$ cat src/mem_pkg.sv
package mem_pkg;

    localparam int ADDR_W = 32;
    localparam int DATA_W = 32;

    // cache geometry defaults for the top level
    localparam int DEF_LINE_WORDS = 4;
    localparam int DEF_NUM_LINES  = 8;

    typedef logic [ADDR_W-1:0]   addr_t;
    typedef logic [DATA_W-1:0]   word_t;
    typedef logic [DATA_W/8-1:0] strb_t;

    // lower address in the low half
    typedef logic [2*DATA_W-1:0] fetch_pair_t;

    // beats minus one
    typedef logic [7:0] len_t;

    // load/store size and signedness
    typedef enum logic [2:0] {
        MT_B  = 3'b000,
        MT_H  = 3'b001,
        MT_W  = 3'b010,
        MT_BU = 3'b100,
        MT_HU = 3'b101
    } mem_type_e;

endpackage

$ cat src/icache.sv
`timescale 1ns/1ps

module icache
    import mem_pkg::*;
#(
    parameter int LINE_WORDS = DEF_LINE_WORDS,
    parameter int NUM_LINES  = DEF_NUM_LINES
) (
    input  logic        clk,
    input  logic        i_rst_n,
    input  logic        i_if_req,
    input  addr_t       i_if_addr,
    output logic        o_if_valid,
    output fetch_pair_t o_if_data,
    output logic        o_ic_arvalid,
    output addr_t       o_ic_araddr,
    output len_t        o_ic_arlen,
    input  logic        i_ic_arready,
    input  logic        i_ic_rvalid,
    input  word_t       i_ic_rdata,
    input  logic        i_ic_rlast,
    output logic        o_ic_rready
);

    localparam int WOFF_W   = $clog2(LINE_WORDS);
    localparam int OFF_W    = WOFF_W + 2;
    localparam int IDX_BITS = $clog2(NUM_LINES);
    localparam int IDX_W    = (IDX_BITS > 0) ? IDX_BITS : 1;
    localparam int TAG_LSB  = OFF_W + IDX_BITS;
    localparam int TAG_W    = ADDR_W - TAG_LSB;

    typedef enum logic [1:0] {
        IC_IDLE,
        IC_LOOKUP,
        IC_REQ,
        IC_REFILL
    } ic_state_e;

    ic_state_e            state;
    addr_t                req_addr;
    logic [WOFF_W-1:0]    beat;
    logic [NUM_LINES-1:0] valid_q;
    logic [TAG_W-1:0]     tag_mem [NUM_LINES];
    word_t                data_mem [NUM_LINES][LINE_WORDS];

    logic [IDX_W-1:0]  idx;
    logic [TAG_W-1:0]  tag;
    logic [WOFF_W-1:0] woff;
    logic              hit;
    logic              r_fire;

    // a single line maps everything to index 0
    assign idx  = IDX_W'((req_addr >> OFF_W) & addr_t'(NUM_LINES - 1));
    assign tag  = req_addr[ADDR_W-1:TAG_LSB];
    assign woff = req_addr[OFF_W-1:2];
    assign hit  = valid_q[idx] && (tag_mem[idx] == tag);

    assign r_fire = i_ic_rvalid && o_ic_rready;

    // pair is 8-byte aligned so the odd word stays in the line
    assign o_if_valid = (state == IC_LOOKUP) && hit;
    assign o_if_data  = {data_mem[idx][woff | WOFF_W'(1)], data_mem[idx][woff]};

    assign o_ic_arvalid = (state == IC_REQ);
    assign o_ic_araddr  = {req_addr[ADDR_W-1:OFF_W], {OFF_W{1'b0}}};
    assign o_ic_arlen   = len_t'(LINE_WORDS - 1);
    assign o_ic_rready  = (state == IC_REFILL);

    always_ff @(posedge clk or negedge i_rst_n) begin
        if (!i_rst_n) begin
            state   <= IC_IDLE;
            valid_q <= '0;
            beat    <= '0;
        end else begin
            case (state)
                IC_IDLE: begin
                    if (i_if_req) begin
                        state <= IC_LOOKUP;
                    end
                end
                IC_LOOKUP: begin
                    state <= hit ? IC_IDLE : IC_REQ;
                end
                IC_REQ: begin
                    beat <= '0;
                    if (i_ic_arready) begin
                        state <= IC_REFILL;
                    end
                end
                IC_REFILL: begin
                    if (r_fire) begin
                        beat <= beat + 1'b1;
                    end
                    // line complete, look up again to serve the pair
                    if (r_fire && i_ic_rlast) begin
                        valid_q[idx] <= 1'b1;
                        state        <= IC_LOOKUP;
                    end
                end
                default: begin
                    state <= IC_IDLE;
                end
            endcase
        end
    end

    always_ff @(posedge clk) begin
        if (state == IC_IDLE && i_if_req) begin
            req_addr <= i_if_addr;
        end
        if (r_fire) begin
            data_mem[idx][beat] <= i_ic_rdata;
        end
        if (r_fire && i_ic_rlast) begin
            tag_mem[idx] <= tag;
        end
    end

endmodule

$ cat src/data_port.sv
`timescale 1ns/1ps

module data_port
    import mem_pkg::*;
(
    input  logic      clk,
    input  logic      i_rst_n,
    input  logic      i_mem_rd,
    input  logic      i_mem_wr,
    input  addr_t     i_mem_addr,
    input  mem_type_e i_mem_type,
    input  word_t     i_mem_wdata,
    output logic      o_mem_done,
    output word_t     o_mem_rdata,
    output logic      o_dp_arvalid,
    output addr_t     o_dp_araddr,
    output len_t      o_dp_arlen,
    input  logic      i_dp_arready,
    input  logic      i_dp_rvalid,
    input  word_t     i_dp_rdata,
    input  logic      i_dp_rlast,
    output logic      o_dp_rready,
    output logic      o_dp_awvalid,
    output addr_t     o_dp_awaddr,
    input  logic      i_dp_awready,
    output logic      o_dp_wvalid,
    output word_t     o_dp_wdata,
    output strb_t     o_dp_wstrb,
    input  logic      i_dp_wready,
    input  logic      i_dp_bvalid,
    output logic      o_dp_bready
);

    typedef enum logic [1:0] {
        DP_IDLE,
        DP_READ,
        DP_WRITE,
        DP_WRESP
    } dp_state_e;

    dp_state_e  state;
    logic       a_sent;
    logic       w_sent;
    logic [1:0] lane;
    logic       r_fire;
    logic       aw_fire;
    logic       w_fire;
    strb_t      strb;
    word_t      wlanes;

    function automatic word_t load_extend(word_t raw, logic [1:0] off, mem_type_e mt);
        word_t sh;
        sh = raw >> {off, 3'b000};
        case (mt)
            MT_B:    return {{24{sh[7]}}, sh[7:0]};
            MT_BU:   return {24'b0, sh[7:0]};
            MT_H:    return {{16{sh[15]}}, sh[15:0]};
            MT_HU:   return {16'b0, sh[15:0]};
            default: return sh;
        endcase
    endfunction

    assign lane = i_mem_addr[1:0];

    // replicate store data on every lane, strobes pick the bytes
    always_comb begin
        case (i_mem_type)
            MT_B, MT_BU: begin
                strb   = strb_t'(4'b0001 << lane);
                wlanes = {4{i_mem_wdata[7:0]}};
            end
            MT_H, MT_HU: begin
                strb   = strb_t'(4'b0011 << lane);
                wlanes = {2{i_mem_wdata[15:0]}};
            end
            default: begin
                strb   = 4'b1111;
                wlanes = i_mem_wdata;
            end
        endcase
    end

    assign o_dp_arvalid = (state == DP_READ) && !a_sent;
    assign o_dp_araddr  = {i_mem_addr[ADDR_W-1:2], 2'b00};
    assign o_dp_arlen   = '0;
    assign o_dp_rready  = (state == DP_READ) && a_sent;

    assign o_dp_awvalid = (state == DP_WRITE) && !a_sent;
    assign o_dp_awaddr  = {i_mem_addr[ADDR_W-1:2], 2'b00};
    assign o_dp_wvalid  = (state == DP_WRITE) && !w_sent;
    assign o_dp_wdata   = wlanes;
    assign o_dp_wstrb   = strb;
    assign o_dp_bready  = (state == DP_WRESP);

    assign r_fire  = i_dp_rvalid && o_dp_rready;
    assign aw_fire = o_dp_awvalid && i_dp_awready;
    assign w_fire  = o_dp_wvalid && i_dp_wready;

    always_ff @(posedge clk or negedge i_rst_n) begin
        if (!i_rst_n) begin
            state      <= DP_IDLE;
            a_sent     <= 1'b0;
            w_sent     <= 1'b0;
            o_mem_done <= 1'b0;
        end else begin
            o_mem_done <= 1'b0;
            case (state)
                DP_IDLE: begin
                    a_sent <= 1'b0;
                    w_sent <= 1'b0;
                    // the finished request is still held in its done cycle
                    if (i_mem_rd && !o_mem_done) begin
                        state <= DP_READ;
                    end else if (i_mem_wr && !o_mem_done) begin
                        state <= DP_WRITE;
                    end
                end
                DP_READ: begin
                    if (o_dp_arvalid && i_dp_arready) begin
                        a_sent <= 1'b1;
                    end
                    if (r_fire && i_dp_rlast) begin
                        o_mem_done <= 1'b1;
                        state      <= DP_IDLE;
                    end
                end
                DP_WRITE: begin
                    if (aw_fire) begin
                        a_sent <= 1'b1;
                    end
                    if (w_fire) begin
                        w_sent <= 1'b1;
                    end
                    // aw and w may be taken in either order
                    if ((a_sent || aw_fire) && (w_sent || w_fire)) begin
                        state <= DP_WRESP;
                    end
                end
                DP_WRESP: begin
                    if (i_dp_bvalid) begin
                        o_mem_done <= 1'b1;
                        state      <= DP_IDLE;
                    end
                end
                default: begin
                    state <= DP_IDLE;
                end
            endcase
        end
    end

    always_ff @(posedge clk) begin
        if (r_fire) begin
            o_mem_rdata <= load_extend(i_dp_rdata, lane, i_mem_type);
        end
    end

endmodule

$ cat src/bus_arbiter.sv
`timescale 1ns/1ps

module bus_arbiter
    import mem_pkg::*;
#(
    parameter int LINE_WORDS = DEF_LINE_WORDS
) (
    input  logic  clk,
    input  logic  i_rst_n,
    // icache read master
    input  logic  i_ic_arvalid,
    input  addr_t i_ic_araddr,
    input  len_t  i_ic_arlen,
    input  logic  i_ic_rready,
    output logic  o_ic_arready,
    output logic  o_ic_rvalid,
    output word_t o_ic_rdata,
    output logic  o_ic_rlast,
    // data port read master
    input  logic  i_dp_arvalid,
    input  addr_t i_dp_araddr,
    input  len_t  i_dp_arlen,
    input  logic  i_dp_rready,
    output logic  o_dp_arready,
    output logic  o_dp_rvalid,
    output word_t o_dp_rdata,
    output logic  o_dp_rlast,
    // data port write master
    input  logic  i_dp_awvalid,
    input  addr_t i_dp_awaddr,
    input  logic  i_dp_wvalid,
    input  word_t i_dp_wdata,
    input  strb_t i_dp_wstrb,
    input  logic  i_dp_bready,
    output logic  o_dp_awready,
    output logic  o_dp_wready,
    output logic  o_dp_bvalid,
    // external bus
    output logic  o_arvalid,
    output addr_t o_araddr,
    output len_t  o_arlen,
    input  logic  i_arready,
    input  logic  i_rvalid,
    input  word_t i_rdata,
    input  logic  i_rlast,
    output logic  o_rready,
    output logic  o_awvalid,
    output addr_t o_awaddr,
    output len_t  o_awlen,
    input  logic  i_awready,
    output logic  o_wvalid,
    output word_t o_wdata,
    output strb_t o_wstrb,
    output logic  o_wlast,
    input  logic  i_wready,
    input  logic  i_bvalid,
    output logic  o_bready
);

    localparam int BEAT_W = $clog2(LINE_WORDS) + 1;

    typedef enum logic [1:0] {
        GNT_NONE,
        GNT_IC,
        GNT_DP
    } grant_e;

    grant_e            grant_q;
    grant_e            grant;
    logic              r_fire;
    // beats seen in the current burst
    logic [BEAT_W-1:0] r_beats;

    // data port first, loads stall the requester harder
    always_comb begin
        grant = grant_q;
        if (grant_q == GNT_NONE) begin
            if (i_dp_arvalid) begin
                grant = GNT_DP;
            end else if (i_ic_arvalid) begin
                grant = GNT_IC;
            end
        end
    end

    assign o_arvalid = (grant == GNT_DP) ? i_dp_arvalid :
                       (grant == GNT_IC) ? i_ic_arvalid : 1'b0;
    assign o_araddr  = (grant == GNT_DP) ? i_dp_araddr : i_ic_araddr;
    assign o_arlen   = (grant == GNT_DP) ? i_dp_arlen : i_ic_arlen;

    assign o_ic_arready = (grant == GNT_IC) && i_arready;
    assign o_dp_arready = (grant == GNT_DP) && i_arready;

    // r only flows to the master that owns the burst
    assign o_rready    = ((grant_q == GNT_IC) && i_ic_rready) ||
                         ((grant_q == GNT_DP) && i_dp_rready);
    assign o_ic_rvalid = (grant_q == GNT_IC) && i_rvalid;
    assign o_dp_rvalid = (grant_q == GNT_DP) && i_rvalid;
    assign o_ic_rdata  = i_rdata;
    assign o_dp_rdata  = i_rdata;
    assign o_ic_rlast  = i_rlast;
    assign o_dp_rlast  = i_rlast;

    assign r_fire = i_rvalid && o_rready;

    // writes belong to the data port alone, single beat
    assign o_awvalid    = i_dp_awvalid;
    assign o_awaddr     = i_dp_awaddr;
    assign o_awlen      = '0;
    assign o_wvalid     = i_dp_wvalid;
    assign o_wdata      = i_dp_wdata;
    assign o_wstrb      = i_dp_wstrb;
    assign o_wlast      = 1'b1;
    assign o_bready     = i_dp_bready;
    assign o_dp_awready = i_awready;
    assign o_dp_wready  = i_wready;
    assign o_dp_bvalid  = i_bvalid;

    // locked once ar is presented so its payload cannot switch
    always_ff @(posedge clk or negedge i_rst_n) begin
        if (!i_rst_n) begin
            grant_q <= GNT_NONE;
            r_beats <= '0;
        end else begin
            if (grant_q == GNT_NONE) begin
                grant_q <= grant;
            end else if (r_fire && i_rlast) begin
                grant_q <= GNT_NONE;
            end
            if (r_fire) begin
                r_beats <= i_rlast ? '0 : r_beats + 1'b1;
            end
        end
    end

endmodule

$ cat src/mem_subsys_top.sv
`timescale 1ns/1ps

module mem_subsys_top
    import mem_pkg::*;
#(
    parameter int LINE_WORDS = DEF_LINE_WORDS,
    parameter int NUM_LINES  = DEF_NUM_LINES
) (
    input  logic        clk,
    input  logic        i_rst_n,
    // fetch side
    input  logic        i_if_req,
    input  addr_t       i_if_addr,
    output logic        o_if_valid,
    output fetch_pair_t o_if_data,
    // data side
    input  logic        i_mem_rd,
    input  logic        i_mem_wr,
    input  addr_t       i_mem_addr,
    input  mem_type_e   i_mem_type,
    input  word_t       i_mem_wdata,
    output logic        o_mem_done,
    output word_t       o_mem_rdata,
    // external bus
    output logic        o_arvalid,
    output addr_t       o_araddr,
    output len_t        o_arlen,
    input  logic        i_arready,
    input  logic        i_rvalid,
    input  word_t       i_rdata,
    input  logic        i_rlast,
    output logic        o_rready,
    output logic        o_awvalid,
    output addr_t       o_awaddr,
    output len_t        o_awlen,
    input  logic        i_awready,
    output logic        o_wvalid,
    output word_t       o_wdata,
    output strb_t       o_wstrb,
    output logic        o_wlast,
    input  logic        i_wready,
    input  logic        i_bvalid,
    output logic        o_bready
);

    logic  ic_arvalid;
    addr_t ic_araddr;
    len_t  ic_arlen;
    logic  ic_arready;
    logic  ic_rvalid;
    word_t ic_rdata;
    logic  ic_rlast;
    logic  ic_rready;

    logic  dp_arvalid;
    addr_t dp_araddr;
    len_t  dp_arlen;
    logic  dp_arready;
    logic  dp_rvalid;
    word_t dp_rdata;
    logic  dp_rlast;
    logic  dp_rready;
    logic  dp_awvalid;
    addr_t dp_awaddr;
    logic  dp_awready;
    logic  dp_wvalid;
    word_t dp_wdata;
    strb_t dp_wstrb;
    logic  dp_wready;
    logic  dp_bvalid;
    logic  dp_bready;

    icache #(
        .LINE_WORDS(LINE_WORDS),
        .NUM_LINES (NUM_LINES)
    ) icache_i (
        .clk         (clk),
        .i_rst_n     (i_rst_n),
        .i_if_req    (i_if_req),
        .i_if_addr   (i_if_addr),
        .o_if_valid  (o_if_valid),
        .o_if_data   (o_if_data),
        .o_ic_arvalid(ic_arvalid),
        .o_ic_araddr (ic_araddr),
        .o_ic_arlen  (ic_arlen),
        .i_ic_arready(ic_arready),
        .i_ic_rvalid (ic_rvalid),
        .i_ic_rdata  (ic_rdata),
        .i_ic_rlast  (ic_rlast),
        .o_ic_rready (ic_rready)
    );

    data_port data_port_i (
        .clk         (clk),
        .i_rst_n     (i_rst_n),
        .i_mem_rd    (i_mem_rd),
        .i_mem_wr    (i_mem_wr),
        .i_mem_addr  (i_mem_addr),
        .i_mem_type  (i_mem_type),
        .i_mem_wdata (i_mem_wdata),
        .o_mem_done  (o_mem_done),
        .o_mem_rdata (o_mem_rdata),
        .o_dp_arvalid(dp_arvalid),
        .o_dp_araddr (dp_araddr),
        .o_dp_arlen  (dp_arlen),
        .i_dp_arready(dp_arready),
        .i_dp_rvalid (dp_rvalid),
        .i_dp_rdata  (dp_rdata),
        .i_dp_rlast  (dp_rlast),
        .o_dp_rready (dp_rready),
        .o_dp_awvalid(dp_awvalid),
        .o_dp_awaddr (dp_awaddr),
        .i_dp_awready(dp_awready),
        .o_dp_wvalid (dp_wvalid),
        .o_dp_wdata  (dp_wdata),
        .o_dp_wstrb  (dp_wstrb),
        .i_dp_wready (dp_wready),
        .i_dp_bvalid (dp_bvalid),
        .o_dp_bready (dp_bready)
    );

    bus_arbiter #(
        .LINE_WORDS(LINE_WORDS)
    ) bus_arbiter_i (
        .clk         (clk),
        .i_rst_n     (i_rst_n),
        .i_ic_arvalid(ic_arvalid),
        .i_ic_araddr (ic_araddr),
        .i_ic_arlen  (ic_arlen),
        .i_ic_rready (ic_rready),
        .o_ic_arready(ic_arready),
        .o_ic_rvalid (ic_rvalid),
        .o_ic_rdata  (ic_rdata),
        .o_ic_rlast  (ic_rlast),
        .i_dp_arvalid(dp_arvalid),
        .i_dp_araddr (dp_araddr),
        .i_dp_arlen  (dp_arlen),
        .i_dp_rready (dp_rready),
        .o_dp_arready(dp_arready),
        .o_dp_rvalid (dp_rvalid),
        .o_dp_rdata  (dp_rdata),
        .o_dp_rlast  (dp_rlast),
        .i_dp_awvalid(dp_awvalid),
        .i_dp_awaddr (dp_awaddr),
        .i_dp_wvalid (dp_wvalid),
        .i_dp_wdata  (dp_wdata),
        .i_dp_wstrb  (dp_wstrb),
        .i_dp_bready (dp_bready),
        .o_dp_awready(dp_awready),
        .o_dp_wready (dp_wready),
        .o_dp_bvalid (dp_bvalid),
        .o_arvalid   (o_arvalid),
        .o_araddr    (o_araddr),
        .o_arlen     (o_arlen),
        .i_arready   (i_arready),
        .i_rvalid    (i_rvalid),
        .i_rdata     (i_rdata),
        .i_rlast     (i_rlast),
        .o_rready    (o_rready),
        .o_awvalid   (o_awvalid),
        .o_awaddr    (o_awaddr),
        .o_awlen     (o_awlen),
        .i_awready   (i_awready),
        .o_wvalid    (o_wvalid),
        .o_wdata     (o_wdata),
        .o_wstrb     (o_wstrb),
        .o_wlast     (o_wlast),
        .i_wready    (i_wready),
        .i_bvalid    (i_bvalid),
        .o_bready    (o_bready)
    );

endmodule

$ cat config.mk
export PLATFORM = sky130hd
export DESIGN_NAME = mem_subsys_top
export DESIGN_NICKNAME = d
export VERILOG_FILES = /design/src/mem_pkg.sv /design/src/icache.sv /design/src/data_port.sv /design/src/bus_arbiter.sv /design/src/mem_subsys_top.sv
export SDC_FILE = /design/constraint.sdc
export NUM_CORES = 1
export LEC_CHECK = 0
export ABC_AREA = 1
export ABC_CLOCK_PERIOD_IN_PS = 9900
export BUFFER_PORTS_ARGS = -buffer_cell sky130_fd_sc_hd__buf_2
export CAP_MARGIN = 5
export CORE_MARGIN = 2
export CORE_UTILIZATION = 40
export CTS_BUF_LIST = sky130_fd_sc_hd__clkbuf_4 sky130_fd_sc_hd__clkbuf_8
export CTS_CLUSTER_SIZE = 20
export DETAILED_ROUTE_END_ITERATION = 10
export PLACE_DENSITY = 0.66
export SLEW_MARGIN = 5
export SYNTH_ARGS = -nofsm -noshare
export SYNTH_HDL_FRONTEND = slang
export SYNTH_SLANG_ARGS = --single-unit
export TNS_END_PERCENT = 1
$ cat constraint.sdc
create_clock -name clk -period 9.9 [get_ports clk]
set_input_delay 0.495 -clock clk [delete_from_list [all_inputs] [get_ports clk]]
set_output_delay 0.495 -clock clk [all_outputs]
set_load 0.1 [all_outputs]
==> results.md, run 1 <==
- Fin. max-slew vios: 0
- Grt met1 use: 28.3%
- Final hold viol count: 0
- Clock power frac: a little over a quarter
- Routed vias: roughly 36000
- Fraction of registers with async set or reset after synthesis: ~1.5%
- Setup tns final: 0 ns
- First-pass GRT wire length: 219 mm
- Post-synthesis sequential area ratio: roughly three quarters
- Clk Latency, worst-skew pair: roughly 0.9 ns
- HPWL after DPL: ~78 mm
- Clock Sinks: roughly 1300
- Warnings from Yosys: 0
- RSZ-0062 raised after global routing: no
- Sw power: 0.00689 W
- Share of total power in combinational logic: between 30% and 40%
- CTS H-Tree Depth: 4
- Crit Path Category: flip-flop to output port
- Switch share: a little over two fifths
- Cell variety after synth: 33
- Bufs on Longest Clock Path: 3
- Status: complete, no violations
- CTS tree: yes
- Post-Place Worst Slack: about 4.7 ns
- Initial antenna violation count: 8
- Maximum VDD drop: roughly 280 uV
- Synthesized area: around 53000 sq um
- Power per Cell Area: approximately 270 nW/um^2
- Yosys top cell area share: ~72%
- Die width: ~370 um
- Hold Buf Count CTS: between 40 and 50
- Largest area contributor in the synthesized netlist: edfxtp_1
- Max transition margin: around a fifth
- GR Layer Usage met3: 4.64%
- Post-synth EDFFs: 1286
- Worst EP required: approximately 9.4 ns
- Total track usage: a little over a fifth
- TritonRoute pass-1 iters: 6
- Min Tclk post-route: 6.15 ns
- Prevailing post-synth register cell: edfxtp_1
- Rows: approximately 130
- Worst Path Arrival: roughly 5.7 ns
- M2 GR Usage: 35.2%
- Nature of the critical path endpoint: output port
- Grt ovf: 0
- Synth cell count leaders: 1286 x edfxtp_1, 763 x nor2_1, 627 x o21ai_0
- # resized after CTS: 0
- Min-delay worst type: input pin to flip-flop
- Core Area: between 100000 and 150000 sq um
- Total leakage power: 21.0 nW
- Global routing's busiest layer: met2
- Reg power frac: between 30 and 40%
- DR DRC count: 0
- P&R area growth vs syn: 13.7%
- Placer congestion estimate: between 0.8 and 0.9
- Num ports: approximately 360
- Final setup margin: 3.75 ns
- Count leader, synth: edfxtp_1
- Vias in the first global route: approximately 34000
- Mapped Cells: roughly 4300
- Die Footprint: ~140000 sq um
- Max-cap viol count: 0
- Post-DR wirelength/cell: ~23 um
- Peak Freq: about 160 MHz
- Setup Fix Bufs, Post-CTS: 0
- Antenna viol nets, final: 0
- Drt initial violations: ~3700
- Internal Dissipation: ~0.0096 W
- Pin count of the biggest net entering global routing: 225
- # setup viols final: 0
- Clk_skew: 0.0721 ns
- Clock buffer count from CTS: 203
- Period utilisation layout: about 62%
- CTS root buffer: clkbuf_8
- Synth top area cells: edfxtp_1 72%, o21ai_0 5.9%, nor2_1 5.4%
- Avg Vias per Cell: ~5.6
- Syn_area_per_cell: around 13 sq um
- IO buf count: 340
- Actual slew at the worst max-slew pin: 1.21 ns
- Final wirelength: 152 mm
- Share of layout cells above drive strength 1: between 15 and 20%
- Clock transition at path regs: 0.06 ns
- Startpoint types: flip-flop
- CP max FO: between 70 and 80
- Layout Nets: roughly 4800
- Starting Density: roughly two fifths
- Die Ht: approximately 370 um
- #FFs+latches synth: about 1300
cell families (layout without fill, tap and decap cells):
group	after synthesis	in the layout	synth area share [%]
fa+ha+maj	14	14	0.327
other cells	2	23	0.0140
compound gates	1029	1029	11.3
mux	10	10	0.187
flops	1308	1308	73.2
simple gates	1424	1424	10.6
buf+inv	481	950	4.46
cell usage in the layout, fill, tap and decap left out, drive strengths merged:
cell type,n
nor3b,1
a21oi,30
o22ai,55
mux2i,10
diode,4
clkinv,64
clkinvlp,2
dfxtp,3
buf,410
clkbuf,279
o211ai,33
a31oi,33
o21ai,697
bufinv,3
a32oi,1
nand4,7
nand3,211
inv,151
dlygate4sd3,41
nand2,431
o31ai,2
or2,4
edfxtp,1286
o221ai,178
ha,14
nor3,7
dfrtp,19
conb,19
nor2,763
path summary, 6_finish.rpt:
path                                     start  slack, ns                        to  cells after the start
max in group asynchronous              i_rst_n       8.19       icache_i.valid_q[3]                      4
hold reg to reg            icache_i.valid_q[0]       0.46       icache_i.valid_q[0]                      2
min in group asynchronous              i_rst_n       0.56      data_port_i.state[1]                      3
setup reg to reg                     flip-flop       5.36         icache_i.state[1]                     16
hold / removal                     i_rdata[13]        0.1  icache_i.data_mem[3][13]                      1
setup / recovery                     flip-flop       3.75                o_if_valid                     12
stage by stage:
| step | cells | hold slack (ns) | cell area (sq um) | total power, W | utilization (%) |
|---|---|---|---|---|---|
| 2_1_floorplan | 4285 | 0.199 | 53600 | 0.0109 | - |
| 3_3_place_gp | 6127 | 0.437 | 56500 | 0.0121 | 42.4 |
| 3_5_place_dp | 6127 | 0.447 | 56500 | 0.0122 | 42.4 |
| 4_1_cts | 6522 | 0.00275 | 60800 | 0.0166 | 45.7 |
| 5_1_grt | 6524 | 0.0776 | 60800 | 0.0172 | 45.7 |
| 6_report | 6526 | 0.0964 | 60800 | 0.0165 | 45.7 |
routing by layer:
metal | share of wire, % | routed length, um
met4 | 3.2 | 4850
met2 | 48 | 72300
met1 | 40 | 60200
met3 | 9.4 | 14300
met5 | 0.014 | 21
cell type report:
| class | instances | area (sq um) |
|---|---|---|
| multi-input combinational | 2496 | 12300 |
| fill | 11800 | 72300 |
| inverter | 145 | 567 |
| antenna | 4 | 10.0 |
| tap | 1768 | 2210 |
| clock buffer | 279 | 3430 |
| timing repair buffer | 451 | 2660 |
| sequential | 1308 | 39200 |
| clock inverter | 75 | 479 |
critical path: stages, from the launching register on:
cell and delay (ns):
dfxtp_4 0.62, buf_4 0.64, buf_4 0.83, buf_4 0.77, nand3_1 0.16, nand3_1 0.14, nand2_1 0.07, nand2_1 0.15
nand4_1 0.12, nor3_1 0.28, nand3_1 0.14, nor3b_2 0.24, buf_2 0.47
power groups by stage:
stage	Sequential, W	Combinational (W)	Clock [W]
finish	0.00635	0.00576	0.00440
CTS	0.00635	0.00573	0.00447
global route	0.00637	0.00614	0.00469
global placement	0.00646	0.00564	0
floorplan	0.00644	0.00442	0
detailed placement	0.00646	0.00570	0
sequential cells by signal, summed over array words and instances, names as in the netlist, named ones only:
| signal | count |
|---|---|
| icache_i.state | 2 |
| data_port_i.o_mem_done | 1 |
| data_port_i.o_mem_rdata | 32 |
| icache_i.data_mem | 1024 |
| bus_arbiter_i.grant_q | 2 |
| data_port_i.w_sent | 1 |
| data_port_i.state | 2 |
| icache_i.req_addr | 30 |
| icache_i.valid_q | 8 |
| data_port_i.a_sent | 1 |
| icache_i.beat | 2 |
| icache_i.tag_mem | 200 |
(Power assumes the default switching activity.)
==> run 2, diff against run 1 <==
ABC_CLOCK_PERIOD_IN_PS = 5000   (was 9900)
PLACE_DENSITY = 0.68   (was 0.66)
clock period = 5 ns   (was 9.9 ns; I/O delays follow)
==> run 2 against run 1 <==
Against the previous run:
- register-to-register slack got worse by 3.8 ns
- clock power rose by 100%
- first-iteration DRC count rose by 8.4%
- largest cell class unchanged
- highest routed layer unchanged
==> results.md, run 2 (same netlist as run 1, synthesis figures left out) <==
- Share of layout cells above drive strength 1: 16.8% (was 16.3%)
- Core Area: 133000 sq um (unchanged)
- Top Layer Used: met5 (unchanged)
- Final hold viol count: 0 (unchanged)
- Largest Register: icache_i.data_mem (unchanged)
- Worst EP required: 4.75 ns (was 9.41 ns)
- RSZ-0062 raised after global routing: no (unchanged)
- # fillers: 11700 (was 11800)
- Clock Sinks: 1308 (unchanged)
- Clock buffer count from CTS: 203 (unchanged)
- Clock transition at path regs: 0.06 ns (about the same)
- Actual slew at the worst max-slew pin: 1.14 ns (was 1.21 ns)
- Worst-path cell chain: buf_4 -> o21ai_0 -> o22ai_1 -> o211ai_1 -> o21ai_1 -> nor2_1 -> a31oi_1 -> buf_2 (was buf_4 -> buf_4 -> buf_4 -> nand3_1 -> nand3_1 -> nand2_1 -> nand2_1 -> nand4_1 -> nor3_1 -> nand3_1 -> nor3b_2 -> buf_2)
- Family with the most delay on the worst path: compound AO/OA/AOI/OAI gates (was buffers and inverters)
- Fin. max-slew vios: 0 (unchanged)
- Placer congestion estimate: 0.840 (was 0.833)
- Nature of the critical path endpoint: output port (unchanged)
- Grt ovf: 0 (unchanged)
- Worst path slowest cell: buf_4 (unchanged)
- Worst Path Arrival: 4.31 ns (was 5.66 ns)
- Starting Density: 40.2% (unchanged)
- Crit Path Category: flip-flop to output port (unchanged)
- Placed inst area: 56800 sq um (was 56500 sq um)
- Total leakage power: 21.4 nW (was 21.0 nW)
- Metal2 WL: 71.5 mm (was 72.3 mm)
- # setup viols final: 0 (unchanged)
- CTS H-Tree Depth: 4 (unchanged)
- Top Registers: icache_i.data_mem: 1024 flops, icache_i.tag_mem: 200 flops, data_port_i.o_mem_rdata: 32 flops (unchanged)
- CTS tree: yes (unchanged)
- Drt initial violations: 4062 (was 3748)
- Design area: 61800 sq um (was 60800 sq um)
- IO buf count: 340 (unchanged)
- Num ports: 362 (unchanged)
- Clk Latency, worst-skew pair: 0.90 ns (was 0.92 ns)
- CP max FO: 70 (was 77)
- Post-DR wirelength/cell: 22.9 um (was 23.2 um)
- Antenna viol nets, final: 0 (unchanged)
- Total track usage: 21.7% (was 21.6%)
- Die Footprint: 137000 sq um (unchanged)
- Setup tns final: 0 ns (unchanged)
- Peak Freq: between 200 and 250 MHz
- Startpoint types: flip-flop (unchanged)
- Vias in the first global route: 35000 (was 34200)
- Max-cap viol count: 0 (unchanged)
- Min Tclk post-route: between 4 and 5 ns
- Most common cell after layout, fill and taps aside: edfxtp_1 (unchanged)
- Layout Nets: 4844 (was 4761)
- Rows: 134 (unchanged)
- Most frequent cells in the layout: 1286 x edfxtp_1, 722 x nor2_1, 627 x o21ai_0, 430 x nand2_1, 340 x buf_2 (unchanged)
- Status: complete, no violations (unchanged)
- First-pass GRT wire length: 221 mm (was 219 mm)
- Maximum VDD drop: 437 uV (was 276 uV)
- Pin count of the biggest net entering global routing: 197 (was 225)
- Min-delay worst type: input pin to flip-flop (unchanged)
- Clk_skew: 0.0601 ns (was 0.0721 ns)
- Die width: 370 um (unchanged)
- Routed met1 length: 61.3 mm (was 60.2 mm)
- Period utilisation layout: 91.2%
- Bufs on Longest Clock Path: 3 (unchanged)
- CTS root buffer: clkbuf_8 (unchanged)
- HPWL after DPL: 83.5 mm (was 78.0 mm)
- CP peak stage delay: 0.71 ns (was 0.83 ns)
- # resized after CTS: 0 (unchanged)
- Routed vias: 36500 (was 36300)
- Met3 WL: 14.0 mm (was 14.3 mm)
- TritonRoute pass-1 iters: 5 (was 6)
- Initial antenna violation count: 7 (was 8)
- DR DRC count: 0 (unchanged)
- Avg Vias per Cell: 5.52 (was 5.56)
- Die Ht: 370 um (unchanged)
- Largest register FFs: 1024 (unchanged)
- Final wirelength: 152 mm (about the same)
- Max transition margin: 23.9% (was 19.2%)
- Power per Cell Area: 533 nW/um^2 (was 272 nW/um^2)
- P&R area growth vs syn: 15.5% (was 13.7%)
- Worst path bufs/invs: 2 (was 4)
-- run 2: cell count changes in the layout (fill, tap and decap cells not counted), moves of 2 or more --
cell,before,now
clkinvlp_4,2,6
buf_12,2,14
clkinv_2,16,20
dlygate4sd3_1,41,98
clkbuf_4,65,78
clkinv_1,47,37
inv_6,5,3
buf_4,68,82
clkbuf_8,214,208
clkinv_4,0,2
-- run 2: stage by stage --
step	hold slack, ns	cells	util [%]	total power (W)	worst slack [ns]
after floorplan	-0.0456	4285	-	0.0215	0.261
after global placement	0.229	6153	42.7	0.0241	1.39
after detailed placement	0.234	6153	42.7	0.0243	1.39
after CTS	0.00759	6611	46.4	0.0330	0.378
after global routing	0.0127	6613	46.4	0.0343	0.192
final	0.0670	6614	46.4	0.0329	0.439
-- run 2: power breakdown --
part           leakage, nW  internal, W  switching, W
Sequential            11.8       0.0123      0.000261
Clock                 2.09      0.00462       0.00416
Combinational         7.51      0.00235       0.00929
Total                 21.4       0.0192        0.0137
-- run 2: cell type report --
cell class,count,area (sq um),area share (%)
sequential,1308,39200,63.4
antenna,3,7.51,0.0122
multi-input combinational,2496,12300,19.9
clock inverter,74,504,0.816
clock buffer,286,3450,5.58
tap,1768,2210,3.58
timing repair buffer,534,3580,5.79
inverter,145,567,0.918
-- run 2: worst reg2reg max path, stage by stage (launching register included) --
cell     delay, ns
dfrtp_1       0.42
ha_1          0.22
nand3_1       0.13
nor2_1        0.40
nand2_1       0.56
nor2_4        1.04
buf_4         0.38
-- run 2: path summary, 6_finish.rpt --
path	slack (ns)	cells after the start	startpoint	end
setup / recovery	0.44	8	flip-flop	o_if_data[11]
hold / removal	0.07	2	i_if_addr[13]	icache_i.req_addr[13]
setup reg to reg	1.53	6	icache_i.state[0]	icache_i.data_mem[0][127]
hold reg to reg	0.45	2	icache_i.valid_q[6]	icache_i.valid_q[6]
max in group asynchronous	3.76	3	i_rst_n	data_port_i.state[0]
min in group asynchronous	0.62	3	i_rst_n	bus_arbiter_i.grant_q[0]
-- run 2: per-layer routing --
layer / vias up / track usage, %
met2: 1863 / 34.8
met5: - / 0
met4: 2 / 7.99
li1: 16400 / -
met3: 303 / 4.70
met1: 18000 / 28.8
-- run 2: what timing repair did --
action	in CTS	in global routing
hold buffers	98	0
setup buffers	0	0
endpoints found under the hold margin	1119	0
